$ cat src/hw/rv_core_pkg.sv
`default_nettype none

package rv_core_pkg;

  parameter int xlen = 32;

  typedef logic [xlen-1:0] word_t;
  typedef logic [4:0]      reg_addr_t;

  // major opcodes kept by the core
  typedef enum logic [6:0] {
    opc_op     = 7'b0110011,
    opc_op_imm = 7'b0010011,
    opc_lui    = 7'b0110111,
    opc_load   = 7'b0000011,
    opc_store  = 7'b0100011,
    opc_jal    = 7'b1101111,
    opc_jalr   = 7'b1100111,
    opc_branch = 7'b1100011
  } opcode_t;

  parameter logic [2:0] f3_add_sub = 3'b000;
  parameter logic [2:0] f3_sll     = 3'b001;
  parameter logic [2:0] f3_slt     = 3'b010;
  parameter logic [2:0] f3_xor     = 3'b100;
  parameter logic [2:0] f3_srl_sra = 3'b101;
  parameter logic [2:0] f3_or      = 3'b110;
  parameter logic [2:0] f3_and     = 3'b111;
  parameter logic [2:0] f3_beq     = 3'b000;
  parameter logic [2:0] f3_bne     = 3'b001;

  typedef enum logic [3:0] {
    alu_add,
    alu_sub,
    alu_and,
    alu_or,
    alu_xor,
    alu_sll,
    alu_srl,
    alu_sra,
    alu_slt,
    alu_pass_b
  } alu_op_t;

  typedef enum logic [1:0] {
    wb_alu,
    wb_mem,
    wb_link
  } wb_sel_t;

  typedef struct packed {
    logic [6:0] funct7;
    reg_addr_t  rs2;
    reg_addr_t  rs1;
    logic [2:0] funct3;
    reg_addr_t  rd;
    logic [6:0] opcode;
  } r_fmt_t;

  typedef struct packed {
    logic [11:0] imm_11_0;
    reg_addr_t   rs1;
    logic [2:0]  funct3;
    reg_addr_t   rd;
    logic [6:0]  opcode;
  } i_fmt_t;

  typedef struct packed {
    logic [6:0] imm_11_5;
    reg_addr_t  rs2;
    reg_addr_t  rs1;
    logic [2:0] funct3;
    logic [4:0] imm_4_0;
    logic [6:0] opcode;
  } s_fmt_t;

  typedef struct packed {
    logic       imm_12;
    logic [5:0] imm_10_5;
    reg_addr_t  rs2;
    reg_addr_t  rs1;
    logic [2:0] funct3;
    logic [3:0] imm_4_1;
    logic       imm_11;
    logic [6:0] opcode;
  } b_fmt_t;

  typedef struct packed {
    logic [19:0] imm_31_12;
    reg_addr_t   rd;
    logic [6:0]  opcode;
  } u_fmt_t;

  typedef struct packed {
    logic       imm_20;
    logic [9:0] imm_10_1;
    logic       imm_11;
    logic [7:0] imm_19_12;
    reg_addr_t  rd;
    logic [6:0] opcode;
  } j_fmt_t;

  // one fetched word, seen through every encoding format
  typedef union packed {
    r_fmt_t r;
    i_fmt_t i;
    s_fmt_t s;
    b_fmt_t b;
    u_fmt_t u;
    j_fmt_t j;
  } instr_t;

  typedef struct packed {
    alu_op_t alu_op;
    logic    use_imm;
    logic    reg_write;
    logic    mem_write;
    wb_sel_t wb_sel;
    logic    is_branch;
    logic    branch_on_equal;
    logic    is_jal;
    logic    is_jalr;
    word_t   imm;
  } ctrl_t;

  typedef struct packed {
    logic      valid;
    word_t     pc;
    word_t     instr;
    logic      rd_write;
    reg_addr_t rd;
    word_t     rd_data;
  } retire_t;

  typedef struct packed {
    logic  valid;
    word_t addr;
    word_t data;
  } store_t;

endpackage

`default_nettype wire

$ cat src/hw/instr_mem.sv
`timescale 1ns/1ns
`default_nettype none

module instr_mem #(
  parameter int imem_depth = 64
) (
  input  logic                          clk,
  input  logic                          we,
  input  logic [$clog2(imem_depth)-1:0] waddr,
  input  rv_core_pkg::word_t            wdata,
  input  rv_core_pkg::word_t            pc,
  output rv_core_pkg::instr_t           instr
);
  import rv_core_pkg::*;

  localparam int aw = $clog2(imem_depth);

  word_t mem [imem_depth];

  // program load, only used while the core is halted
  always_ff @(posedge clk) begin
    if (we) begin
      mem[waddr] <= wdata;
    end
  end

  // byte address to word index
  assign instr = mem[pc[aw+1:2]];

endmodule

`default_nettype wire

$ cat config.mk
export PLATFORM = sky130hd
export DESIGN_NAME = instr_mem
export DESIGN_NICKNAME = d
export VERILOG_FILES = /design/src/hw/rv_core_pkg.sv /design/src/hw/instr_mem.sv
export SDC_FILE = /design/constraint.sdc
export NUM_CORES = 2
export LEC_CHECK = 0
export BUFFER_PORTS_ARGS = -buffer_cell sky130_fd_sc_hd__buf_4
export CORE_AREA = 2 2 536 272
export DETAILED_ROUTE_END_ITERATION = 8
export DIE_AREA = 0 0 538 274
export PLACE_DENSITY = 0.73
export SYNTH_ARGS = -nofsm -noshare
export SYNTH_HDL_FRONTEND = slang
export SYNTH_SLANG_ARGS = --single-unit
$ cat constraint.sdc
create_clock -name clk -period 3.66 [get_ports clk]
set_clock_uncertainty 0.15 [all_clocks]
set_input_delay 0.183 -clock clk [delete_from_list [all_inputs] [get_ports clk]]
set_output_delay 0.183 -clock clk [all_outputs]
set_load 0.005 [all_outputs]
== Yosys cells after proc, flatten, opt, wreduce, memory -nomap -nowiden ==
Memories as Yosys holds them, arrays and structs flattened.
Cells that the tools add are included.
Storage, ports and cells
  flip-flop bits (word level): 0
  RAM bits: 2048
  input port bits: 72
  memories kept: 1
Cells by class
  multiplexer cells: 2
Memory list
  mem: words 64, bits a word 32, rd ports 1, clocked after Yosys merged registers in 0, write ports 1, RTL line instr_mem.sv:18  | word_t mem [imem_depth];
Operators by type and width (count)
  two-way mux 1 bit: 2

== Longest topological paths before layout ==
  depth in word-level cells: 2
  mapped depth: 10
  gate-level depth less buffers: 5

== Worst setup path before layout ==
OpenSTA, ideal clock, no wires.
  kind: input-to-reg
  start: in waddr[3]
  end: mem mem[48][0] (netlist name) (enable)
  setup time: 0.461 ns
  arrival time: 2.882 ns
  slack: 0.167 ns
  cell stages on the path: 4
  path through: clkbuf_1 -> nor2b_1 -> nand4b_1 -> nor3_1
RTL lines
  start: declaration: RTL line instr_mem.sv:9  | input logic [$clog2(imem_depth)-1:0] waddr,
  end: declaration: RTL line instr_mem.sv:18
Straight into the memory's write port.

==> flow_metrics.env <==
export IMPL_synth_fp_nets=3364
export IMPL_cp_slowest_cell="sky130_fd_sc_hd__mux2i_1"
export IMPL_clock_tree_htree_level_count=4
export IMPL_wl_per_cell_um=35.9
export IMPL_grt_met2_usage=0.373
export IMPL_power_switching_fraction=0.211
export IMPL_instances_no_fill=5662
export IMPL_slowest_delay_ns=0.51
export IMPL_antenna_left=0
export IMPL_cts_inserted_buffers=170
export IMPL_top_usage_layer="met1"
export IMPL_registers_with_the_highest_flip_flop_counts="mem x2048"
export IMPL_cell_internal_pwr_mw=37.0
export IMPL_synth_seq_area_share=0.790
export IMPL_via_per_inst=6.75
export IMPL_gr_usage_all_layers=0.279
export IMPL_first_global_vias=36779
export IMPL_floorplan_initialDensity=0.542
export IMPL_setup_worst_path_end_class="output port"
export IMPL_grt_pass1_wl_um=285000
export IMPL_transition_time_at_the_pin_with_the_least_slew_margin_ns=0.953
export IMPL_slew_limit_headroom=0.363
export IMPL_final_common_cell="sky130_fd_sc_hd__edfxtp_1"
export IMPL_final_setup_tns_ns=0
export IMPL_timing_final_max_slew_violations=0
export IMPL_area_growth_pct=13.4
export IMPL_drt_wl_total_um=203000
export IMPL_largest_register="mem"
export IMPL_fp_dieH_um=274
export IMPL_part_of_the_power_in_the_clock_network=0.388
export IMPL_post_place_cells=5322
export IMPL_cp_arrival_ns=3.20
export IMPL_fmaxAchievable_mhz=283
export IMPL_largest_register_ffs=2048
export IMPL_post_synth_inst_count=3292
export IMPL_critical_path_startpoint_type="flop"
export IMPL_timing_max_cap_violations=0
export IMPL_die_area_um2=147000
export IMPL_pin_count_of_the_biggest_net_entering_global_routing=65
export IMPL_ys_warn_count=0
export IMPL_synth_avg_cell_area_um2=23.7
export IMPL_comb_power_share=0.057
export IMPL_hold_path_class="primary input to flop"
export IMPL_design_final_nets=3684
export IMPL_power_sequential_fraction=0.554
export IMPL_timing_final_crit_share=0.964
export IMPL_required_ns=3.33
export IMPL_switchingPower_mw=9.90
export IMPL_drt_initial_drc_count=6406
export IMPL_boundaryPins=104
export IMPL_drc=0
export IMPL_final_hold_viol_count=0
export IMPL_run_status="completed"
export IMPL_clk_transition_reported_paths_ns=0.07
export IMPL_synth_area_leader="sky130_fd_sc_hd__edfxtp_1"
export IMPL_grt_util_met1=0.435
export IMPL_static_leakage_power_nw=27.5
export IMPL_cts_tree="built"
export IMPL_crit_path_max_fanout=1
export IMPL_fin_crit_ns=3.53
export IMPL_rows=99
export IMPL_setup_repair_after_global_routing_missed_its_margin="no"
export IMPL_gr_total_overflow=0
export IMPL_vias=38205
export IMPL_clock_root_buffer="sky130_fd_sc_hd__clkbuf_16"
export IMPL_crit_type="flop to output port"
export IMPL_cts_sinks=2048
export IMPL_grt_met3_usage=0.112
export IMPL_cellPowerDensity_nw_per_um2=530
export IMPL_ir_worst_vdd_mv=0.342
export IMPL_place_gp_congestion=0.845
export IMPL_timing_final_setup_violations=0
export IMPL_die_x_um=538
export IMPL_drive_above_1_share=0.304
export IMPL_first_pass_iters=6
export IMPL_synth_top_cells_by_area="sky130_fd_sc_hd__edfxtp_1, sky130_fd_sc_hd__mux4_2, sky130_fd_sc_hd__mux2i_1"
export IMPL_yosys_area_top_type_share=0.790
export IMPL_crit_path_cell_trace="mux4_2 > mux2i_1 > nand2_1 > a31oi_1 > nor2_1 > buf_4"
export IMPL_antenna_found_initial=11
export IMPL_yosys_register_bits=2048
export IMPL_coreArea_um2=144000
export IMPL_most_frequent_cells_in_the_layout="sky130_fd_sc_hd__edfxtp_1, sky130_fd_sc_hd__mux4_2, sky130_fd_sc_hd__buf_4, sky130_fd_sc_hd__clkbuf_16, sky130_fd_sc_hd__mux2i_1"
export IMPL_buffer_ports_inserted=77
export IMPL_detailed_place_hpwl_um=115000
export IMPL_synth_cell_type_count=33
export IMPL_syn_cell_area_um2=77900
export IMPL_cts_path_max_buffers=4
[final cells by class]
| type | count | area, um2 |
|---|---|---|
| multi-input combinational | 1062 | 16000 |
| sequential | 2048 | 61500 |
| antenna | 6 | 15.0 |
| clock buffer | 208 | 4520 |
| tap | 1919 | 2400 |
| timing repair buffer | 330 | 3070 |
| fill | 9469 | 55300 |
| clock inverter | 89 | 867 |
[worst max-delay path, delay by kind of cell, from the launching register on]
family / cells / cell delay, ns
muxes: 2 / 0.97
AOI/OAI and AO/OA: 1 / 0.51
DFF: 1 / 0.36
and+or+nand+nor: 2 / 0.32
buffers and inverters: 1 / 0.19
[metal layers]
metal | part of all wire | routed length (um)
met1 | 0.40 | 80900
met2 | 0.41 | 84400
met3 | 0.17 | 34000
met4 | 0.020 | 4060
met5 | 0.00016 | 33
[synthesized netlist by cell type, drive strengths merged]
library cell,n
a21oi,62
a22oi,12
a311oi,8
a31oi,1
a41o,4
and2,2
and3,4
buf,108
clkbuf,74
edfxtp,2048
mux2i,93
mux4,544
nand2,26
nand2b,8
nand3,5
nand3b,5
nand4,2
nand4b,1
nor2,137
nor2b,15
nor3,7
o221ai,27
o22ai,84
o32ai,4
or2,3
or3,3
or3b,5
[power groups by stage]
stage | Combinational [mW] | Clock, mW | Sequential, mW
floorplan | 1.30 | 0 | 26.5
global placement | 2.56 | 0 | 26.5
detailed placement | 2.60 | 0 | 26.5
CTS | 2.66 | 18.4 | 26.0
global route | 2.81 | 19.3 | 26.0
finish | 2.68 | 18.2 | 26.0
[stage by stage]
| stage | util | hold slack (ns) | worst slack, ns | cell area, um2 | total power [mW] |
|---|---|---|---|---|---|
| finish | 0.615 | 0.0855 | 0.130 | 88300 | 46.9 |
| global placement | 0.575 | 0.600 | 0.164 | 82600 | 29.1 |
| floorplan | - | 0.132 | 0.167 | 77900 | 27.8 |
| CTS | 0.615 | 0.0419 | 0.158 | 88300 | 47.0 |
| global route | 0.615 | 0.0726 | 0.0973 | 88300 | 48.1 |
| detailed placement | 0.575 | 0.617 | 0.180 | 82600 | 29.1 |
[cells by family (layout without fill, tap and decap cells)]
family / after synthesis / after routing / synth area share
compound gates: 202 / 202 / 0.0169
buf+inv: 182 / 627 / 0.0114
flops: 2048 / 2048 / 0.790
mux: 637 / 637 / 0.169
other cells: 0 / 6 / 0
simple gates: 223 / 223 / 0.0128
[path summary, 6_finish.rpt]
kind | startpoint | to | depth (start not counted)
min | waddr[4] | mem[53][8]$_DFFE_PP_ | 3
max | mem[61][18]$_DFFE_PP_ | instr[18] | 6
[repair_timing]
action / CTS / global route
hold endpoints to repair: 2139 / 0
buffers inserted: 0 / 0
resized for setup: 0 / 0
hold buffers: 37 / 0
setup endpoints to repair: 0 / 0
No activity file was read; power rests on OpenSTA's default activity.
