$ cat src/hw/rv_core_pkg.sv
`default_nettype none

package rv_core_pkg;

  parameter int xlen = 32;

  typedef logic [xlen-1:0] word_t;
  typedef logic [4:0]      reg_addr_t;

  // major opcodes kept by the core
  typedef enum logic [6:0] {
    opc_op     = 7'b0110011,
    opc_op_imm = 7'b0010011,
    opc_lui    = 7'b0110111,
    opc_load   = 7'b0000011,
    opc_store  = 7'b0100011,
    opc_jal    = 7'b1101111,
    opc_jalr   = 7'b1100111,
    opc_branch = 7'b1100011
  } opcode_t;

  parameter logic [2:0] f3_add_sub = 3'b000;
  parameter logic [2:0] f3_sll     = 3'b001;
  parameter logic [2:0] f3_slt     = 3'b010;
  parameter logic [2:0] f3_xor     = 3'b100;
  parameter logic [2:0] f3_srl_sra = 3'b101;
  parameter logic [2:0] f3_or      = 3'b110;
  parameter logic [2:0] f3_and     = 3'b111;
  parameter logic [2:0] f3_beq     = 3'b000;
  parameter logic [2:0] f3_bne     = 3'b001;

  typedef enum logic [3:0] {
    alu_add,
    alu_sub,
    alu_and,
    alu_or,
    alu_xor,
    alu_sll,
    alu_srl,
    alu_sra,
    alu_slt,
    alu_pass_b
  } alu_op_t;

  typedef enum logic [1:0] {
    wb_alu,
    wb_mem,
    wb_link
  } wb_sel_t;

  typedef struct packed {
    logic [6:0] funct7;
    reg_addr_t  rs2;
    reg_addr_t  rs1;
    logic [2:0] funct3;
    reg_addr_t  rd;
    logic [6:0] opcode;
  } r_fmt_t;

  typedef struct packed {
    logic [11:0] imm_11_0;
    reg_addr_t   rs1;
    logic [2:0]  funct3;
    reg_addr_t   rd;
    logic [6:0]  opcode;
  } i_fmt_t;

  typedef struct packed {
    logic [6:0] imm_11_5;
    reg_addr_t  rs2;
    reg_addr_t  rs1;
    logic [2:0] funct3;
    logic [4:0] imm_4_0;
    logic [6:0] opcode;
  } s_fmt_t;

  typedef struct packed {
    logic       imm_12;
    logic [5:0] imm_10_5;
    reg_addr_t  rs2;
    reg_addr_t  rs1;
    logic [2:0] funct3;
    logic [3:0] imm_4_1;
    logic       imm_11;
    logic [6:0] opcode;
  } b_fmt_t;

  typedef struct packed {
    logic [19:0] imm_31_12;
    reg_addr_t   rd;
    logic [6:0]  opcode;
  } u_fmt_t;

  typedef struct packed {
    logic       imm_20;
    logic [9:0] imm_10_1;
    logic       imm_11;
    logic [7:0] imm_19_12;
    reg_addr_t  rd;
    logic [6:0] opcode;
  } j_fmt_t;

  // one fetched word, seen through every encoding format
  typedef union packed {
    r_fmt_t r;
    i_fmt_t i;
    s_fmt_t s;
    b_fmt_t b;
    u_fmt_t u;
    j_fmt_t j;
  } instr_t;

  typedef struct packed {
    alu_op_t alu_op;
    logic    use_imm;
    logic    reg_write;
    logic    mem_write;
    wb_sel_t wb_sel;
    logic    is_branch;
    logic    branch_on_equal;
    logic    is_jal;
    logic    is_jalr;
    word_t   imm;
  } ctrl_t;

  typedef struct packed {
    logic      valid;
    word_t     pc;
    word_t     instr;
    logic      rd_write;
    reg_addr_t rd;
    word_t     rd_data;
  } retire_t;

  typedef struct packed {
    logic  valid;
    word_t addr;
    word_t data;
  } store_t;

endpackage

`default_nettype wire

$ cat src/hw/next_pc.sv
`timescale 1ns/1ns
`default_nettype none

module next_pc (
  input  logic               clk,
  input  logic               rst,
  input  logic               run,
  input  rv_core_pkg::ctrl_t ctrl,
  input  rv_core_pkg::word_t rs1_data,
  input  logic               equal,
  output rv_core_pkg::word_t pc,
  output rv_core_pkg::word_t pc_plus4
);
  import rv_core_pkg::*;

  word_t target;
  word_t jalr_sum;
  word_t pc_next;
  logic  take_branch;

  assign pc_plus4    = pc + 32'd4;
  // jal and branches share one adder
  assign target      = pc + ctrl.imm;
  assign jalr_sum    = rs1_data + ctrl.imm;
  assign take_branch = ctrl.is_branch && (equal == ctrl.branch_on_equal);

  always_comb begin
    if (ctrl.is_jalr) begin
      pc_next = {jalr_sum[xlen-1:1], 1'b0};
    end else if (ctrl.is_jal || take_branch) begin
      pc_next = target;
    end else begin
      pc_next = pc_plus4;
    end
  end

  // pc holds while halted
  always_ff @(posedge clk) begin
    if (rst) begin
      pc <= '0;
    end else if (run) begin
      pc <= pc_next;
    end
  end

endmodule

`default_nettype wire

$ cat config.mk
export PLATFORM = sky130hd
export DESIGN_NAME = next_pc
export DESIGN_NICKNAME = d
export VERILOG_FILES = /design/src/hw/rv_core_pkg.sv /design/src/hw/next_pc.sv
export SDC_FILE = /design/constraint.sdc
export NUM_CORES = 1
export LEC_CHECK = 0
export ABC_CLOCK_PERIOD_IN_PS = 9050
export BUFFER_PORTS_ARGS = -buffer_cell sky130_fd_sc_hd__buf_4
export CELL_PAD_IN_SITES_DETAIL_PLACEMENT = 1
export CELL_PAD_IN_SITES_GLOBAL_PLACEMENT = 1
export CORE_ASPECT_RATIO = 1.5
export CORE_MARGIN = 2
export CORE_UTILIZATION = 42
export DETAILED_ROUTE_END_ITERATION = 12
export PLACE_DENSITY = 0.95
export SLEW_MARGIN = 20
export SYNTH_ARGS = -nofsm -noshare
export SYNTH_HDL_FRONTEND = slang
export SYNTH_SLANG_ARGS = --single-unit
$ cat constraint.sdc
create_clock -name clk -period 9.05 [get_ports clk]
set_clock_uncertainty 0.15 [all_clocks]
set_input_delay 0.905 -clock clk [delete_from_list [all_inputs] [get_ports clk]]
set_output_delay 0.905 -clock clk [all_outputs]
set_load 0.005 [all_outputs]
Word level (Yosys, flattened, before mapping)
Index checks and enable logic that the tools add are counted.
Widths: inputs -> output; s select.
{"block": "totals", "register_bits": 32, "in_bits": 81, "out_inout_bits": 64}
{"block": "op_classes", "add_sub_neg": 3, "muxes": 2, "n_eq_ne": 1, "reduce_logical": 2}
{"op": "$add 32x32->32", "n": 2}
{"op": "$mux 32", "n": 2}
{"op": "$add 32x3->32 const B", "n": 1}
{"op": "$eq 1x1->1", "n": 1}
{"op": "$logic_and 1x1->1", "n": 1}
{"op": "$logic_or 1x1->1", "n": 1}

Logic depth before layout (Yosys ltp)
{"block": "depth", "word_depth": 5, "ltp_mapped": 12, "depth_no_buf": 12}

Worst setup path before layout
No wires, ideal clock.
{"block": "synth_timing", "path_type": "input port to flip-flop", "start": "input ctrl[6] (netlist bit)", "end": "register pc[25]", "cell_stages": 9, "t_arrival_ns": 3.208, "setup_slack_ns": 5.632, "t_required_ns": 8.841, "path_buffers": 0, "cell_sequence": "ha_1 -> or4_1 -> o21a_1 -> a221o_2 -> a31oi_4 -> o21ai_0 -> xnor2_1 -> a221oi_1 -> o311a_1"}
{"block": "synth_via", "elab_chain_cells": 3, "word_cells_on_any_way": 4, "classes_between": "add/sub (2); mux (2)"}
{"item": "from (decl)", "line": "next_pc.sv:8", "text": "input rv_core_pkg::ctrl_t ctrl,"}
{"item": "$add 32x32->32", "line": "next_pc.sv:23", "text": "assign target = pc + ctrl.imm;"}
{"item": "$mux 32", "line": "next_pc.sv:30", "text": "end else if (ctrl.is_jal || take_branch) begin"}
{"item": "$mux 32 *", "line": "next_pc.sv:28", "text": "if (ctrl.is_jalr) begin"}
{"item": "to (signal assigned)", "line": "next_pc.sv:42", "text": "pc <= pc_next;"}
{"item": "to (decl)", "line": "next_pc.sv:11", "text": "output rv_core_pkg::word_t pc,"}
Every way passes the cells marked *; elsewhere a longest branch is shown, timed or not.
A chain may end at the register's enable or synchronous reset.

Worst setup path in the final report
{"block": "layout_timing", "start": "register pc[5]", "end": "output pc_plus4[31]"}
{"block": "layout_via", "elab_chain_cells": 1}
{"item": "$add 32x3->32", "line": "next_pc.sv:21", "text": "assign pc_plus4 = pc + 32'd4;"}
{"item": "to (decl)", "line": "next_pc.sv:12", "text": "output rv_core_pkg::word_t pc_plus4"}
Every way passes these cells.

==> results.cfg <==
[detailed_routing]
first_pass_iters = 5
drc = 0
drtIter0Drc = 336
ant_nets = 0
wl_um = 22800
wire_per_inst_um = 21.7
viasPerCell = 6.44
vias = 6778

[sta]
report.final.slew_viol_count = 0
finalHoldViolCount = 0
rsz0062_at_grt = false
tightest_slew_ps = 767
maxSlewHeadroom_pct = 48.7
setup_tns_ps = 0
min_period_ps = 4120
fmax_ghz = 0.243
finalCritPeriodShare_pct = 45.5
setup_viol = 0

[logic_synthesis]
synth.top_cell.area_share_pct = 14.0
netlist_instances = 782
synth_fp_nets = 927
synth_area_per_cell_um2 = 7.07
yosysTopAreaCell = ha_1
synth_edf_count = 0
synth_commonest_cells = nor2_1 (88), nand2_1 (82), a21oi_1 (77)
async_flop_share_pct = 0
netlist_area_um2 = 5530
yosysMostFrequentCell = nor2_1
ys_seq_area_share_pct = 11.6
ys.flop_type = dfxtp_1
ys_seq_elements = 32
synthTopCellsByArea = ha_1 (14%), dfxtp_1 (12%), a21oi_1 (7.0%), xnor2_1 (6.2%), nor2_1 (6.0%)
ys_warn_count = 0
yosysUniqueCellTypes = 69

[setup_path]
cp_max_fo = 6
cp-end-kind = primary output
critPathKind = register to primary output
crit_required_ps = 8000
cp.arrival_ps = 3070
setup.worst_path.start_class = register

[placement]
gp_congestion = 0.974
portBuffers = 135
hpwl_um = 17600

[global_routing]
grt_max_degree = 40
grt_antenna_before_repair = 0
grt-ovfl-total = 0
grt_pass1_vias = 7010
grt_pass1_wl_um = 35300
grt_usage_pct = 31.2

[cells_and_area]
antenna-diode-count = 0
reg_top3 = pc x32
drive_gt1_share_pct = 17.6
synthToLayoutAreaGrowth_pct = 22.5
top_register = pc
largest_reg_flops = 32
multi_input_area_um2 = 4670
regArea_um2 = 641
fillers = 1711
layout.nets = 1037

[cts]
post_cts_buffers = 0
cts_tree = yes
cts_buffers = 5
root_buffer = clkbuf_16
clk_latency_ps = 290
hold_buffers = 0
clockBufferDepth = 2
clock_sinks = 32
h-tree-depth = 2
cts_resized = 0
cts.clk_slew.worst_paths_ps = 60

[pwr]
power.leakage_nw = 3.13
powerDensity_nw_per_um2 = 128
peakVddDrop_uv = 68.4
power.total_mw = 0.870

[floorplan]
die_y_um = 145
io_pins = 145
die_area_um2 = 14100
die_w_um = 97.7
initial_core_util_pct = 42.7
core_um2 = 13000
placementRows = 51

[run_status]
status = finished clean

[run]
max-cap-violations = 0

[min_path]
hold_path.class = register to register
final timing paths:
path / depth (start not counted) / endpoint / slack [ps] / from
worst max-delay path: 8 / pc_plus4[31] / 4930 / pc[5]
worst min-delay path: 2 / pc[26] / 430 / pc[26]
worst max register to register: 12 / pc[28] / 5450 / pc[0]
worst min register to register: 2 / pc[26] / 430 / pc[26]
per-stage QoR:
stage	std cells	area, um2	hold slack [ps]	utilization [%]	setup WS (ps)
floorplan	782	5530	360	-	5630
global placement	1044	6590	396	50.9	4890
detailed placement	1044	6590	412	50.9	4790
CTS	1052	6780	422	52.3	4970
global route	1052	6780	451	52.3	4750
finish	1052	6780	435	52.3	4930
cell usage in the layout (no fill, tap or decap), drive strengths merged, types with 4 or more instances in the layout:
master,n
ha,62
o21bai,7
nor3b,4
a221oi,6
dfxtp,32
o211ai,10
inv,14
nor2,88
nand3,27
a21oi,77
o21ai,46
nor4b,4
mux2i,7
nor4,5
nand4,11
and2,5
xnor2,39
nand2,82
a21boi,5
a31oi,12
and4,8
a211oi,21
nor2b,4
nor3,19
and3,15
or3,5
o21a,9
a211o,4
nand2b,7
buf,137
clkbuf,7
a21o,31
o31ai,9
xor2,31
cell families (layout without fill, tap and decap cells):
logic type	after synthesis	in the layout	synth area share, %
multiplexers	8	8	1.47
AND/OR/NAND/NOR	292	292	25.1
buffers and inverters	48	159	4.03
adder cells (fa/ha/maj)	64	64	14.7
XOR/XNOR	70	70	11.1
AO/OA/AOI/OAI	268	268	32.0
flip-flops	32	32	11.6
final cells by class:
cell class | instances | share of cell area, %
Inverter | 14 | 0.776
Timing Repair Buffer | 137 | 15.2
Clock buffer | 7 | 2.25
Sequential cell | 32 | 9.46
Multi-Input combinational cell | 702 | 69.0
Clock inverter | 1 | 0.443
Tap cell | 159 | 2.94
power by group:
group          switching [mW]  internal, mW
sequential             0.0298         0.156
combinational           0.263         0.203
clock                  0.0728         0.145
metal layers:
| metal | part of all wire, % | global-route usage, % |
|---|---|---|
| met5 | 0 | 0 |
| met2 | 52 | 59.6 |
| met1 | 38 | 32.3 |
| met3 | 4.4 | 3.53 |
| met4 | 6.3 | 19.0 |
worst max-delay path: stages, from the launching register on:
cell and delay, ps:
dfxtp_1 490, and4_1 290, nand4_1 310, nor3_1 520, nand2b_1 340, nor2_1 260
nand3_1 130, xnor2_1 280, buf_4 170
Power figures use the tool's default switching activity.
