$ cat src/hw/rv_core_pkg.sv
`default_nettype none

package rv_core_pkg;

  parameter int xlen = 32;

  typedef logic [xlen-1:0] word_t;
  typedef logic [4:0]      reg_addr_t;

  // major opcodes kept by the core
  typedef enum logic [6:0] {
    opc_op     = 7'b0110011,
    opc_op_imm = 7'b0010011,
    opc_lui    = 7'b0110111,
    opc_load   = 7'b0000011,
    opc_store  = 7'b0100011,
    opc_jal    = 7'b1101111,
    opc_jalr   = 7'b1100111,
    opc_branch = 7'b1100011
  } opcode_t;

  parameter logic [2:0] f3_add_sub = 3'b000;
  parameter logic [2:0] f3_sll     = 3'b001;
  parameter logic [2:0] f3_slt     = 3'b010;
  parameter logic [2:0] f3_xor     = 3'b100;
  parameter logic [2:0] f3_srl_sra = 3'b101;
  parameter logic [2:0] f3_or      = 3'b110;
  parameter logic [2:0] f3_and     = 3'b111;
  parameter logic [2:0] f3_beq     = 3'b000;
  parameter logic [2:0] f3_bne     = 3'b001;

  typedef enum logic [3:0] {
    alu_add,
    alu_sub,
    alu_and,
    alu_or,
    alu_xor,
    alu_sll,
    alu_srl,
    alu_sra,
    alu_slt,
    alu_pass_b
  } alu_op_t;

  typedef enum logic [1:0] {
    wb_alu,
    wb_mem,
    wb_link
  } wb_sel_t;

  typedef struct packed {
    logic [6:0] funct7;
    reg_addr_t  rs2;
    reg_addr_t  rs1;
    logic [2:0] funct3;
    reg_addr_t  rd;
    logic [6:0] opcode;
  } r_fmt_t;

  typedef struct packed {
    logic [11:0] imm_11_0;
    reg_addr_t   rs1;
    logic [2:0]  funct3;
    reg_addr_t   rd;
    logic [6:0]  opcode;
  } i_fmt_t;

  typedef struct packed {
    logic [6:0] imm_11_5;
    reg_addr_t  rs2;
    reg_addr_t  rs1;
    logic [2:0] funct3;
    logic [4:0] imm_4_0;
    logic [6:0] opcode;
  } s_fmt_t;

  typedef struct packed {
    logic       imm_12;
    logic [5:0] imm_10_5;
    reg_addr_t  rs2;
    reg_addr_t  rs1;
    logic [2:0] funct3;
    logic [3:0] imm_4_1;
    logic       imm_11;
    logic [6:0] opcode;
  } b_fmt_t;

  typedef struct packed {
    logic [19:0] imm_31_12;
    reg_addr_t   rd;
    logic [6:0]  opcode;
  } u_fmt_t;

  typedef struct packed {
    logic       imm_20;
    logic [9:0] imm_10_1;
    logic       imm_11;
    logic [7:0] imm_19_12;
    reg_addr_t  rd;
    logic [6:0] opcode;
  } j_fmt_t;

  // one fetched word, seen through every encoding format
  typedef union packed {
    r_fmt_t r;
    i_fmt_t i;
    s_fmt_t s;
    b_fmt_t b;
    u_fmt_t u;
    j_fmt_t j;
  } instr_t;

  typedef struct packed {
    alu_op_t alu_op;
    logic    use_imm;
    logic    reg_write;
    logic    mem_write;
    wb_sel_t wb_sel;
    logic    is_branch;
    logic    branch_on_equal;
    logic    is_jal;
    logic    is_jalr;
    word_t   imm;
  } ctrl_t;

  typedef struct packed {
    logic      valid;
    word_t     pc;
    word_t     instr;
    logic      rd_write;
    reg_addr_t rd;
    word_t     rd_data;
  } retire_t;

  typedef struct packed {
    logic  valid;
    word_t addr;
    word_t data;
  } store_t;

endpackage

`default_nettype wire

$ cat src/hw/reg_file.sv
`timescale 1ns/1ns
`default_nettype none

module reg_file (
  input  logic                   clk,
  input  logic                   rst,
  input  logic                   we,
  input  rv_core_pkg::reg_addr_t rs1,
  input  rv_core_pkg::reg_addr_t rs2,
  input  rv_core_pkg::reg_addr_t rd,
  input  rv_core_pkg::word_t     wdata,
  output rv_core_pkg::word_t     rs1_data,
  output rv_core_pkg::word_t     rs2_data
);
  import rv_core_pkg::*;

  word_t regs [32];

  always_ff @(posedge clk) begin
    if (rst) begin
      for (int i = 0; i < 32; i++) begin
        regs[i] <= '0;
      end
    end else if (we && rd != '0) begin
      // x0 never written, so it stays zero
      regs[rd] <= wdata;
    end
  end

  assign rs1_data = regs[rs1];
  assign rs2_data = regs[rs2];

endmodule

`default_nettype wire

$ cat config.mk
export PLATFORM = sky130hd
export DESIGN_NAME = reg_file
export DESIGN_NICKNAME = d
export VERILOG_FILES = /design/src/hw/rv_core_pkg.sv /design/src/hw/reg_file.sv
export SDC_FILE = /design/constraint.sdc
export NUM_CORES = 2
export LEC_CHECK = 0
export ABC_AREA = 1
export ABC_CLOCK_PERIOD_IN_PS = 2200
export BUFFER_PORTS_ARGS = -buffer_cell sky130_fd_sc_hd__clkbuf_2
export CAP_MARGIN = 5
export CORE_AREA = 2 2 358 360
export DETAILED_ROUTE_END_ITERATION = 7
export DIE_AREA = 0 0 360 362
export PLACE_DENSITY = 0.62
export SYNTH_ARGS = -nofsm -noshare
export SYNTH_HDL_FRONTEND = slang
export SYNTH_SLANG_ARGS = --single-unit
$ cat constraint.sdc
create_clock -name clk -period 2.2 [get_ports clk]
set_input_delay 0.22 -clock clk [delete_from_list [all_inputs] [get_ports clk]]
set_output_delay 0.22 -clock clk [all_outputs]
set_load 0.005 [all_outputs]
Word level (Yosys, flattened, before mapping)
Memories as Yosys holds them, arrays and structs flattened.
Index checks and enable logic that the tools add are counted.
- memories: 1
- logic and storage cells: 12
- bits in writable memories: 1024
- input port bits: 50
- register bits after elaboration: 0
- output and inout port bits: 64
- memories (memory ; words ; width ; read ports ; clocked after Yosys merged registers in ; wr ports ; RTL line ; text):
    regs ; 32 ; 32 ; 2 ; 0 ; 32 ; reg_file.sv:17 ; word_t regs [32];
- reductions and logical operators: 3
- muxes and demuxes: 8
- operators with widths (kind ; count):
    32-bit 2-to-1 mux ; 1
    32-bit OR reduction ; 1
    1-bit 2-to-1 mux ; 6
    5-bit 2-to-1 mux ; 1
    5-bit nonzero test ; 1
    1-bit logical AND ; 1

Longest topological paths before layout
- word-level depth: 7
- gate-level depth with buffers: 12
- depth with buffers taken out: 9

Worst setup path before layout
Ideal clock, no wire load.
- path kind: input -> register
- start point: in rd[4]
- end point: mem regs[31][0] (netlist name) (enable)
- cell stages on the path: 5
- setup time: 389 ps
- slack: 138 ps
- arrival time: 1672 ps
- path through: inv_1 > nor3_1 > nand2_1 > buf_2 > nand2_1
- RTL lines (element ; RTL line ; text):
    start: declaration ; reg_file.sv:10 ; input rv_core_pkg::reg_addr_t rd,
    end: declaration ; reg_file.sv:17 ;

==> reports/metrics.json <==
{
  "synthesis.area_per_instance": {"value": 7.876, "unit": "sq um"},
  "layout-area-overhead-vs-synth": {"value": 17.75, "unit": "%"},
  "hold_path_startpoint": {"value": "wdata[5]"},
  "area_share_of_the_largest_cell_type_after_synthesis": {"value": 54.29, "unit": "%"},
  "clock_tree.buffer_depth": {"value": 3},
  "grt_setup_unrepaired": {"value": "true"},
  "yosys.area.top_type": {"value": "edfxtp_1"},
  "grt_antenna_before_repair": {"value": 1},
  "layout-drive-gt1-share": {"value": 15.96, "unit": "%"},
  "floorplan.die.height": {"value": 362, "unit": "microns"},
  "ys_top_cells_by_area": {"value": "edfxtp_1 54%, nand2_1 19%, nand3_1 14%"},
  "slew_headroom": {"value": 34.74, "unit": "%"},
  "synth_adder_area_share": {"value": 0, "unit": "%"},
  "worstSetupPathType": {"value": "reg2out"},
  "tightest_slew": {"value": 977.9, "unit": "ps"},
  "dp_cells": {"value": 8736},
  "required": {"value": 1980, "unit": "ps"},
  "core_region_area": {"value": 126700, "unit": "sq um"},
  "worstPathMaxFanout": {"value": 2},
  "cts_inserted_buffers": {"value": 112},
  "status": {"value": "complete, but fails checks"},
  "drt_drc_violations_left": {"value": 0},
  "min_delay_worst_endpoint": {"value": "regs[25][5]"},
  "clock_sinks": {"value": 1024},
  "synth.mux.area_fraction": {"value": 0, "unit": "%"},
  "vias_in_the_first_global_route": {"value": 49810},
  "worstSetupStartpointType": {"value": "flop"},
  "synth-warning-count": {"value": 0},
  "setup.worst_path.start": {"value": "regs[31][31]"},
  "totalWireLength": {"value": 218.9, "unit": "mm"},
  "wire_length_of_the_first_global_routing_pass": {"value": 320.5, "unit": "mm"},
  "timing.hold.worst.class": {"value": "in2reg"},
  "post_dr_vias_cell": {"value": 5.946},
  "drt_first_iter_violations": {"value": 7912},
  "drtPass1Iterations": {"value": 6},
  "ios": {"value": 114},
  "irDropWorstVdd": {"value": 0.6525, "unit": "mV"},
  "h-tree-depth": {"value": 3},
  "layout.nets": {"value": 7249},
  "cts_hold_repair.buffers": {"value": 0},
  "core.rowCount": {"value": 131},
  "cts_tree": {"value": "yes"},
  "largest_registers": {"value": "regs (1024)"},
  "cts_root_buf": {"value": "clkbuf_16"},
  "synthFlopType": {"value": "edfxtp_1"},
  "grt_max_degree": {"value": 82},
  "slew_viol_final": {"value": 0},
  "die_outline_area": {"value": 130300, "unit": "sq um"},
  "finalCritPeriodShare": {"value": 101.2, "unit": "%"},
  "crit_path_end_kind": {"value": "output pin"},
  "postRouteAntennaNets": {"value": 0},
  "post-route-cell-area": {"value": 66690, "unit": "sq um"},
  "fmaxAchievable": {"value": 449.2, "unit": "MHz"},
  "dr_total_vias": {"value": 53250},
  "die-width": {"value": 360, "unit": "microns"},
  "placement.io_buffers": {"value": 113},
  "layout_setup_ws": {"value": -26.08, "unit": "ps"},
  "synth_cell_types": {"value": 16},
  "clk_pin_slew_worst_paths": {"value": 60, "unit": "ps"},
  "power.leakage": {"value": 0.02824, "unit": "uW"},
  "gp_congestion": {"value": 0.9128},
  "min_path_cells": {"value": 4},
  "placed_instance_area": {"value": 61040, "unit": "sq um"},
  "drv.max_cap_violation_count": {"value": 0},
  "total_setup_violations_reported_at_the_end_of_the_flow": {"value": 7},
  "synth_seq_area_share": {"value": 54.29, "unit": "%"},
  "start_util": {"value": 44.70, "unit": "%"},
  "synth.cell_area": {"value": 56630, "unit": "sq um"},
  "largest_reg_flops": {"value": 1024},
  "synth_seq_cells": {"value": 1024},
  "crit_arrival": {"value": 2010, "unit": "ps"},
  "failed_checks": {"value": "setup timing"},
  "avgRoutedWirePerCell": {"value": 24.45, "unit": "microns"},
  "global_route.overflow_total": {"value": 0},
  "post_synth_xor_area_fraction": {"value": 0, "unit": "%"},
  "netlist_instances": {"value": 7191},
  "power_per_cell_area": {"value": 751.0, "unit": "nW/um^2"},
  "synthArstFlopShare": {"value": 0, "unit": "%"},
  "fin_crit": {"value": 2226, "unit": "ps"},
  "hpwl": {"value": 132.6, "unit": "mm"},
  "synth_edf_count": {"value": 1024},
  "synth-compound-area-share": {"value": 0, "unit": "%"},
  "global_route.usage.total": {"value": 32.69, "unit": "%"},
  "synth_top_family_by_area": {"value": "simple AND/OR/NAND/NOR gates"},
  "max_flop_register": {"value": "regs"},
  "timing.final.hold_violations": {"value": 0},
  "synth-simple-area-share": {"value": 39.77, "unit": "%"},
  "instances_no_fill": {"value": 8955}
}
[metal layers]
layer	up-vias	share of wire, %	track usage [%]
li1	23640	-	-
met4	0	4.5	15.33
met1	25130	38	43.82
met3	583	12	6.765
met5	-	0	0
met2	3897	45	50.86
[cell type report]
cell class	instances	area [sq um]
inverters	54	262.8
multi-input cells	5515	24610
clock inverters	71	728.2
flip-flops and latches	1024	30750
well taps	1662	2079
fillers	11460	60010
diodes	1	2.502
repair buffers	492	5338
clock buffers	136	2914
[worst max-delay path by stage]
stage                        end  depth (start not counted)
CTS                 rs2_data[31]                          9
finish              rs2_data[31]                          9
global placement    rs2_data[31]                         11
global route        rs2_data[22]                         10
floorplan            regs[31][0]                          5
detailed placement  rs2_data[31]                         11
[critical path, stage by stage (launching register included)]
cell and delay (ps):
edfxtp_1 410, nand2_1 90, nand3_1 70, nand3_1 100, nand2_2 100, nand2_1 90
nand2_2 80, nand2_4 100, nand2_4 100, buf_6 130
[metrics by stage]
| stage | hold slack (ps) | worst slack (ps) | setup TNS, ps | utilization (%) | power [uW] |
|---|---|---|---|---|---|
| floorplan | 459.0 | 138.4 | 0 | - | 27380 |
| global placement | 820.2 | 8.527 | 0 | 48.18 | 30400 |
| detailed placement | 826.2 | 43.90 | 0 | 48.18 | 30490 |
| CTS | 49.70 | -29.14 | -85.99 | 51.57 | 49560 |
| global route | 105.7 | -74.55 | -1457 | 52.63 | 51460 |
| finish | 82.26 | -26.08 | -70.03 | 52.63 | 50080 |
[cell usage after synthesis, types with 2 or more instances]
cell / instances
nand2_1: 2942
inv_4: 2
nor2_1: 993
buf_1: 30
buf_2: 340
buf_4: 37
inv_2: 2
inv_1: 49
nand4_1: 4
edfxtp_1: 1024
nor3_1: 7
clkbuf_1: 192
nand3_1: 1537
buf_6: 30
[report_power, final]
group / switching (uW) / internal (uW) / total, uW
combinational: 5340 / 2450 / 7790
clock: 8050 / 11100 / 19200
sequential: 584 / 22500 / 23100
[cells by family (layout without fill, tap and decap cells)]
group	after synthesis	count (layout)
flip-flops	1024	1024
other	1	33
AND/OR/NAND/NOR	5483	5483
buffers and inverters	683	753
[cells in the final DEF, fill, tap and decap left out, types with 73 or more instances in the layout]
cell	synthesis	final
nand2_1	2942	2556
nand2_4	0	73
nand3_2	0	122
clkbuf_2	0	92
nand2_2	0	311
buf_12	0	136
nand3_1	1537	1415
edfxtp_1	1024	1024
nor2_1	993	993
clkbuf_16	0	114
buf_4	37	237
[timing repair]
| item | in CTS | in global routing |
|---|---|---|
| hold endpoints to repair | 0 | 0 |
| cloned | 0 | 1 |
| setup buffers | 6 | 6 |
| gates resized for setup | 215 | 330 |
| endpoints found under the setup margin | 56 | 64 |
| pin swaps | 52 | 241 |
(Power assumes the default switching activity.)
