[src/hw/rv_core_pkg.sv]
`default_nettype none

package rv_core_pkg;

  parameter int xlen = 32;

  typedef logic [xlen-1:0] word_t;
  typedef logic [4:0]      reg_addr_t;

  // major opcodes kept by the core
  typedef enum logic [6:0] {
    opc_op     = 7'b0110011,
    opc_op_imm = 7'b0010011,
    opc_lui    = 7'b0110111,
    opc_load   = 7'b0000011,
    opc_store  = 7'b0100011,
    opc_jal    = 7'b1101111,
    opc_jalr   = 7'b1100111,
    opc_branch = 7'b1100011
  } opcode_t;

  parameter logic [2:0] f3_add_sub = 3'b000;
  parameter logic [2:0] f3_sll     = 3'b001;
  parameter logic [2:0] f3_slt     = 3'b010;
  parameter logic [2:0] f3_xor     = 3'b100;
  parameter logic [2:0] f3_srl_sra = 3'b101;
  parameter logic [2:0] f3_or      = 3'b110;
  parameter logic [2:0] f3_and     = 3'b111;
  parameter logic [2:0] f3_beq     = 3'b000;
  parameter logic [2:0] f3_bne     = 3'b001;

  typedef enum logic [3:0] {
    alu_add,
    alu_sub,
    alu_and,
    alu_or,
    alu_xor,
    alu_sll,
    alu_srl,
    alu_sra,
    alu_slt,
    alu_pass_b
  } alu_op_t;

  typedef enum logic [1:0] {
    wb_alu,
    wb_mem,
    wb_link
  } wb_sel_t;

  typedef struct packed {
    logic [6:0] funct7;
    reg_addr_t  rs2;
    reg_addr_t  rs1;
    logic [2:0] funct3;
    reg_addr_t  rd;
    logic [6:0] opcode;
  } r_fmt_t;

  typedef struct packed {
    logic [11:0] imm_11_0;
    reg_addr_t   rs1;
    logic [2:0]  funct3;
    reg_addr_t   rd;
    logic [6:0]  opcode;
  } i_fmt_t;

  typedef struct packed {
    logic [6:0] imm_11_5;
    reg_addr_t  rs2;
    reg_addr_t  rs1;
    logic [2:0] funct3;
    logic [4:0] imm_4_0;
    logic [6:0] opcode;
  } s_fmt_t;

  typedef struct packed {
    logic       imm_12;
    logic [5:0] imm_10_5;
    reg_addr_t  rs2;
    reg_addr_t  rs1;
    logic [2:0] funct3;
    logic [3:0] imm_4_1;
    logic       imm_11;
    logic [6:0] opcode;
  } b_fmt_t;

  typedef struct packed {
    logic [19:0] imm_31_12;
    reg_addr_t   rd;
    logic [6:0]  opcode;
  } u_fmt_t;

  typedef struct packed {
    logic       imm_20;
    logic [9:0] imm_10_1;
    logic       imm_11;
    logic [7:0] imm_19_12;
    reg_addr_t  rd;
    logic [6:0] opcode;
  } j_fmt_t;

  // one fetched word, seen through every encoding format
  typedef union packed {
    r_fmt_t r;
    i_fmt_t i;
    s_fmt_t s;
    b_fmt_t b;
    u_fmt_t u;
    j_fmt_t j;
  } instr_t;

  typedef struct packed {
    alu_op_t alu_op;
    logic    use_imm;
    logic    reg_write;
    logic    mem_write;
    wb_sel_t wb_sel;
    logic    is_branch;
    logic    branch_on_equal;
    logic    is_jal;
    logic    is_jalr;
    word_t   imm;
  } ctrl_t;

  typedef struct packed {
    logic      valid;
    word_t     pc;
    word_t     instr;
    logic      rd_write;
    reg_addr_t rd;
    word_t     rd_data;
  } retire_t;

  typedef struct packed {
    logic  valid;
    word_t addr;
    word_t data;
  } store_t;

endpackage

`default_nettype wire

[src/hw/alu.sv]
`timescale 1ns/1ns
`default_nettype none

module alu (
  input  rv_core_pkg::word_t   a,
  input  rv_core_pkg::word_t   b,
  input  rv_core_pkg::alu_op_t op,
  output rv_core_pkg::word_t   result,
  output logic                 equal
);
  import rv_core_pkg::*;

  logic [4:0] shamt;

  assign shamt = b[4:0];

  always_comb begin
    case (op)
      alu_add:    result = a + b;
      alu_sub:    result = a - b;
      alu_and:    result = a & b;
      alu_or:     result = a | b;
      alu_xor:    result = a ^ b;
      alu_sll:    result = a << shamt;
      alu_srl:    result = a >> shamt;
      alu_sra:    result = word_t'($signed(a) >>> shamt);
      alu_slt:    result = {{(xlen-1){1'b0}}, $signed(a) < $signed(b)};
      alu_pass_b: result = b;
      default:    result = '0;
    endcase
  end

  // branch compare on the register operands
  assign equal = (a == b);

endmodule

`default_nettype wire

[config.mk]
export PLATFORM = sky130hd
export DESIGN_NAME = alu
export DESIGN_NICKNAME = d
export VERILOG_FILES = /design/src/hw/rv_core_pkg.sv /design/src/hw/alu.sv
export SDC_FILE = /design/constraint.sdc
export NUM_CORES = 1
export LEC_CHECK = 0
export CORE_MARGIN = 4
export CORE_UTILIZATION = 62
export DETAILED_ROUTE_END_ITERATION = 8
export DONT_BUFFER_PORTS = 1
export PLACE_DENSITY = 0.81
export SYNTH_ARGS = -nofsm -noshare
export SYNTH_HDL_FRONTEND = slang
export SYNTH_SLANG_ARGS = --single-unit
export TNS_END_PERCENT = 30
[constraint.sdc]
create_clock -name vclk -period 3.8
set_clock_uncertainty 0.15 [all_clocks]
set_input_delay 0.19 -clock vclk [all_inputs]
set_output_delay 0.19 -clock vclk [all_outputs]
set_load 0.03 [all_outputs]
# Word level (Yosys, flattened, before mapping)
# Cells that the tools add are included.
[word_totals] reg_bits=0 latch_bits=0 ramBits=0 mem_bits_ro=0 inputBits=68 out_inout_bits=33 elab_cells=21 mem_count=0
[classes] n_addsub=2 multipliers=0 div_mod_pow=0 order_cmp=1 eq_ne=10 n_shift=3 muxes=1 bitwise_logic=3 reduce_logical=1
[ops] cell="32-bit case mux with 10 select lines" count=1
[ops] cell="32-bit adder" count=1
[ops] cell="32-bit AND" count=1
[ops] cell="32-bit equality test" count=1
[ops] cell="32-bit less-than comparator" count=1
[ops] cell="32-bit OR" count=1
[ops] cell="32-bit by 5-bit << shifter with 32-bit output" count=1
[ops] cell="32-bit by 5-bit >> shifter with 32-bit output" count=1
[ops] cell="32-bit by 5-bit >>> shifter with 32-bit output" count=1
[ops] cell="32-bit subtractor" count=1
[ops] cell="32-bit XOR" count=1
[ops] cell="4-bit by 3-bit equality test with 1-bit output, second input constant" count=4
[ops] cell="4-bit by 2-bit equality test with 1-bit output, second input constant" count=2
[ops] cell="4-bit equality test, second input constant" count=2
[ops] cell="4-bit by 1-bit equality test with 1-bit output, second input constant" count=1
[ops] cell="4-bit logical NOT" count=1

# Depth between registers and ports, before layout
# Gate-level depths: netlist (run 1).
[depth] depth_word=2 mapped_depth=14

# Worst setup path before layout (run 1)
# Ideal clock, no wire load.
[synth_timing] kind="input -> output" startpoint="input port b[2]" endpoint="output port result[0]" arrival_time_ns=3.741 t_required_ns=3.460 setup_slack_ns=-0.281 cell_stages=13 path_cell_list="clkbuf_1 > inv_2 > buf_1 > buf_1 > ha_1 > o21bai_1 > a2111oi_0 > nor4_1 > o31ai_1 > a21oi_1 > o21ai_0 > a22oi_1 > o311ai_1"
[synth_between] elab_chain_cells=2
[synth_lines] element="from (decl)" line="alu.sv:6" rtl="input rv_core_pkg::word_t b,"
[synth_lines] element="32-bit less-than comparator (tied with other cells)" line="alu.sv:27" rtl="alu_slt: result = {{(xlen-1){1'b0}}, $signed(a) < $signed(b)};"
[synth_lines] element="32-bit case mux with 10 select lines (*)" line="alu.sv:18" rtl="case (op)"
[synth_lines] element="to (decl)" line="alu.sv:8" rtl="output rv_core_pkg::word_t result,"
# Mark *: on every way between the ends. The rest lies on a longest branch, timed or not.

# Final worst setup path (run 1)
[layout_timing] startpoint="input port a[0]" endpoint="output port result[30]"
[layout_between] elab_chain_cells=2
[layout_lines] element="from (decl)" line="alu.sv:5" rtl="input rv_core_pkg::word_t a,"
[layout_lines] element="32-bit subtractor (tied with other cells)" line="alu.sv:20" rtl="alu_sub: result = a - b;"
[layout_lines] element="32-bit case mux with 10 select lines (*)" line="alu.sv:18"
# Marked as above.

==> results of run 1 <==
[layer usage]
layer,wire [um],up-vias
li1,-,4550
met1,13100,4791
met2,14900,924
met3,5640,150
met4,1650,0
met5,0,-
[final cells by class]
type | count | area (um^2)
Inverter | 94 | 353
Multi-Input combinational cell | 1052 | 7810
Timing Repair Buffer | 47 | 353
Tap cell | 176 | 220
Fill cell | 1272 | 4660
[how the worst max path moves through the flow]
stage | from | to | slack [ns]
finish | a[0] | result[30] | 0.27
global placement | a[0] | result[30] | 0.41
global route | a[0] | result[30] | 0.11
CTS | a[0] | result[30] | 0.34
detailed placement | a[0] | result[30] | 0.35
floorplan | b[3] | result[25] | -0.1
[report_power, final]
part	internal, mW	switching (mW)
combinational	0.501	0.806
sequential	0	0
clock	0	0
total	0.501	0.806
[metrics by stage]
stage / hold WS (ns) / cell area [um^2] / power, mW / setup TNS [ns]
after floorplan: 0.492 / 8600 / 0.988 / -0.307
after global routing: 0.508 / 8740 / 1.38 / 0
after global placement: 0.497 / 8740 / 1.24 / 0
after detailed placement: 0.494 / 8740 / 1.25 / 0
after CTS: 0.494 / 8740 / 1.26 / 0
final: 0.500 / 8740 / 1.31 / 0
[layout by cell type (no fill, tap or decap), types with 8 or more instances in the layout]
cell	count
nor2_1	150
a21oi_1	109
ha_1	99
nand2_1	95
inv_1	90
o21ai_0	85
mux4_2	52
buf_4	47
mux2i_1	38
nor3_1	36
o211ai_1	30
o21ai_1	28
nand3_1	26
a211oi_1	22
a22oi_1	21
xnor2_1	18
a21o_1	17
a221oi_1	14
or3_1	13
o31ai_1	12
nor4_1	11
and3_1	10
a31oi_1	10
nor2b_1	9
o21bai_1	9
nand2b_1	8
o221ai_1	8
o21a_1	8
a2111oi_0	8
[cells by family (layout without fill, tap and decap cells)]
kind of cell    after synthesis  in the layout  synth area share
compound gates              445            445             0.340
xor+xnor                     19             19            0.0194
fa+ha+maj                   101            101             0.149
buf+inv                     198            141            0.0921
mux                          99             99             0.193
simple gates                388            388             0.207
==> impl_metrics.py, run 1 <==
metrics = {
    "cells_and_area": {
        "n_sequential_cell": 0,
        "area_growth_pct": 1.94,
        "seqCellArea_um2": 0,
        "nets": 1364,
        "clkbuf_count": 0,
        "final_util": 0.652,
        "diodes": 0,
        "drive_above_1_share": 0.101,
        "layout.cells.non_filler": 1369,
    },
    "global_route": {
        "use_met1": 0.594,
        "gr-usage-met2": 0.625,
        "antenna_found_initial": 0,
        "grt_busiest_layer": "met2",
        "grt_pass1_vias": 9179,
        "grt_first_pass_wirelength_um": 53400,
        "grt-ovfl-total": 0,
        "grt_use_total": 0.417,
        "grt_use_met3": 0.0913,
        "grt_max_degree": 79,
    },
    "drt": {
        "num_vias": 10415,
        "first_pass_iters": 7,
        "via_per_inst": 7.61,
        "totalWireLength_um": 35300,
        "route.detailed.drc": 0,
        "avgRoutedWirePerCell_um": 25.8,
        "drt-initial-drc-count": 1990,
        "ant_nets": 0,
    },
    "sta": {
        "fmax_mhz": 284,
        "tightest_slew_ns": 0.829,
        "max_slew_margin": 0.441,
        "rsz0062_at_grt": "no",
        "fin_ws_ns": 0.274,
        "hold_viol_final": 0,
        "finalSetupViolCount": 0,
        "timing.final.crit_share": 0.928,
        "drv_slew": 0,
        "period_needed_ns": 3.53,
    },
    "die": {
        "initial_core_util": 0.640,
        "core_area_um2": 13400,
        "ios": 101,
        "dieHeight_um": 126,
        "die_w_um": 126,
        "rows": 42,
        "die-area_um2": 15800,
    },
    "min_path": {
        "holdCritPathClass": "in -> out",
        "hold_depth": 2,
        "worstHoldStart": "op[0]",
        "holdPathEnd": "result[0]",
    },
    "yosys": {
        "synth_top_area_share": 0.144,
        "yosys-top-cells-area": "ha_1, mux4_2, nor2_1",
        "ys_types": 77,
        "syn-num-nets": 1419,
        "ys_seq_area_frac": 0,
        "yosysMostFrequentCell": "nor2_1",
        "syn_inst": 1250,
        "yosys-top-cells-count": "nor2_1, a21oi_1, ha_1",
        "synth_area_um2": 8570,
        "yosysTopAreaCell": "ha_1",
        "avgSynthCellArea_um2": 6.86,
        "yosysWarnings": 0,
    },
    "clocking": {
        "cts-resized-gates": 0,
        "post-cts-setup-buffers": 0,
        "hold_buffers": 0,
    },
    "critical_path": {
        "path_buf_inv": 3,
        "crit_path_max_fanout": 6,
        "critPathCaptureType": "output port",
        "worst-path-stages": 14,
        "path_cells": "inv_1 -> ha_1 -> fa_1 -> o21bai_1 -> a2111oi_0 -> nor4_1 -> o31ai_1 -> buf_4 -> a21oi_1 -> o21ai_0 -> nor3_1 -> xor2_1 -> o21ai_1 -> buf_4",
        "cpMaxStageDelayCell": "nor4_1",
        "crit_required_ns": 3.46,
        "cp-start-kind": "input port",
        "critical-path-top-delay-family": "compound AO/OA/AOI/OAI gates",
        "slowest_delay_ns": 0.45,
        "arrival_ns": 3.19,
        "path_class": "in -> out",
        "cp_common_cell": "buf_4",
    },
    "place": {
        "placed_cells": 1369,
        "pre_cts_slack_ns": 0.346,
        "place.port_buffers": 0,
        "dpl.hpwl_um": 26700,
        "gp_congestion": 1.11,
    },
    "outcome": {
        "status": "completed",
    },
    "pwr": {
        "power_density_nw_per_um2": 150,
        "peakVddDrop_v": 0.0000842,
        "leakagePower_nw": 3.63,
    },
    "job": {
        "drv_cap": 0,
    },
}
Note: power is estimated with default switching activity, not from simulation.
==> run 2: changes to the inputs <==
CORE_ASPECT_RATIO = 0.7   (was unset)
==> impl_metrics.py, run 2 (synthesized netlist as in run 1, its figures left out) <==
metrics = {
    "sta": {
        "finalSetupViolCount": 0,
        "tightest_slew_ns": 0.927,
        "max_slew_margin": 0.378,
        "drv_slew": 0,
        "hold_viol_final": 0,
        "period_needed_ns": 3.63,
        "timing.final.crit_share": 0.956,
        "fmax_mhz": 275,
        "fin_ws_ns": 0.168,
        "rsz0062_at_grt": "yes",
    },
    "critical_path": {
        "crit_required_ns": 3.46,
        "arrival_ns": 3.29,
        "path_class": "in -> out",
        "worst-path-stages": 12,
        "critPathCaptureType": "output port",
        "cp_common_cell": "o21ai_1",
        "cp-start-kind": "input port",
        "path_cells": "inv_1 -> ha_1 -> nor3_2 -> o21ai_0 -> o21ai_1 -> a311oi_2 -> o21ai_1 -> nor3b_1 -> o21ai_1 -> xnor2_1 -> o221ai_1 -> buf_4",
        "crit_path_max_fanout": 10,
        "path_buf_inv": 2,
        "endpoint": "result[25]",
        "slowest_delay_ns": 0.56,
        "cpMaxStageDelayCell": "nor3_2",
        "critPathLaunch": "a[11]",
        "critical-path-top-delay-family": "compound AO/OA/AOI/OAI gates",
    },
    "pwr": {
        "pwr-share-seq": 0,
        "peakVddDrop_v": 0.0000922,
        "swShare": 0.624,
        "clockPowerShare": 0,
        "leakagePower_nw": 3.66,
        "netSwitchingPower_mw": 0.842,
        "power_density_nw_per_um2": 153,
        "p_int_mw": 0.507,
        "total_power_mw": 1.35,
        "comb_power_share": 1.000,
    },
    "drt": {
        "drt-initial-drc-count": 2018,
        "route.detailed.drc": 0,
        "totalWireLength_um": 37000,
        "num_vias": 10496,
        "avgRoutedWirePerCell_um": 26.8,
        "ant_nets": 0,
        "via_per_inst": 7.59,
        "first_pass_iters": 9,
    },
    "global_route": {
        "grt_use_total": 0.447,
        "grt-ovfl-total": 0,
        "grt_first_pass_wirelength_um": 55800,
        "grt_max_degree": 79,
        "grt_pass1_vias": 9303,
        "antenna_found_initial": 1,
    },
    "clocking": {
        "post-cts-setup-buffers": 0,
        "hold_buffers": 0,
        "cts-resized-gates": 0,
    },
    "cells_and_area": {
        "drive_above_1_share": 0.106,
        "nets": 1369,
        "seqCellArea_um2": 0,
        "diodes": 0,
        "layout.cells.most_common_list": "nor2_1, a21oi_1, ha_1",
        "area_growth_pct": 2.60,
        "n_sequential_cell": 0,
        "final_common_cell": "nor2_1",
        "final_util": 0.659,
        "clkbuf_count": 0,
    },
    "die": {
        "rows": 35,
        "initial_core_util": 0.642,
        "core_area_um2": 13400,
        "ios": 101,
        "die-area_um2": 15800,
        "die_w_um": 149,
        "dieHeight_um": 106,
    },
    "min_path": {
        "holdCritPathClass": "in -> out",
    },
    "job": {
        "drv_cap": 0,
    },
    "place": {
        "place.port_buffers": 0,
        "dpl.hpwl_um": 28500,
        "gp_congestion": 1.09,
        "pre_cts_slack_ns": 0.159,
    },
    "outcome": {
        "status": "completed",
    },
}
==> run 2: cell count changes in the layout (fill, tap and decap cells not counted), sizes merged <==
cell / before / now
buf: 47 / 52
==> run 2: cell type report <==
type,count,area (um^2)
fill,1225,4560
timing repair buffer,52,390
tap,185,231
inverter,94,353
multi-input combinational,1052,7820
==> run 2: per-layer routing <==
layer | wire length, um | GRT usage | up-vias | share of wire
met5 | 7 | 0 | - | 0.00019
met4 | 1180 | 0.0962 | 2 | 0.032
met3 | 6670 | 0.167 | 132 | 0.18
met2 | 15000 | 0.650 | 970 | 0.41
met1 | 14100 | 0.629 | 4819 | 0.38
li1 | - | - | 4573 | -
==> run 2: metrics by stage <==
step	hold slack, ns	TNS (ns)	cell area [um^2]	instances
after detailed placement	0.473	0	8790	1383
after global routing	0.478	-0.00796	8800	1383
final	0.466	0	8800	1383
after CTS	0.474	0	8790	1383
after global placement	0.470	0	8790	1383
after floorplan	0.492	-0.307	8600	1250
==> run 2: how the worst min path moves through the flow <==
stage	startpoint	endpoint	slack (ns)	cells past startpoint
floorplan	op[3]	result[0]	0.49	2
global placement	b[4]	result[12]	0.47	2
detailed placement	b[4]	result[12]	0.47	2
CTS	b[4]	result[12]	0.47	2
global route	b[4]	result[12]	0.48	2
finish	b[4]	result[12]	0.47	2
==> run 2: power groups by stage <==
| stage | sequential (mW) | combinational [mW] | clock, mW |
|---|---|---|---|
| CTS | 0 | 1.28 | 0 |
| floorplan | 0 | 0.988 | 0 |
| global placement | 0 | 1.26 | 0 |
| finish | 0 | 1.35 | 0 |
| detailed placement | 0 | 1.28 | 0 |
| global route | 0 | 1.42 | 0 |
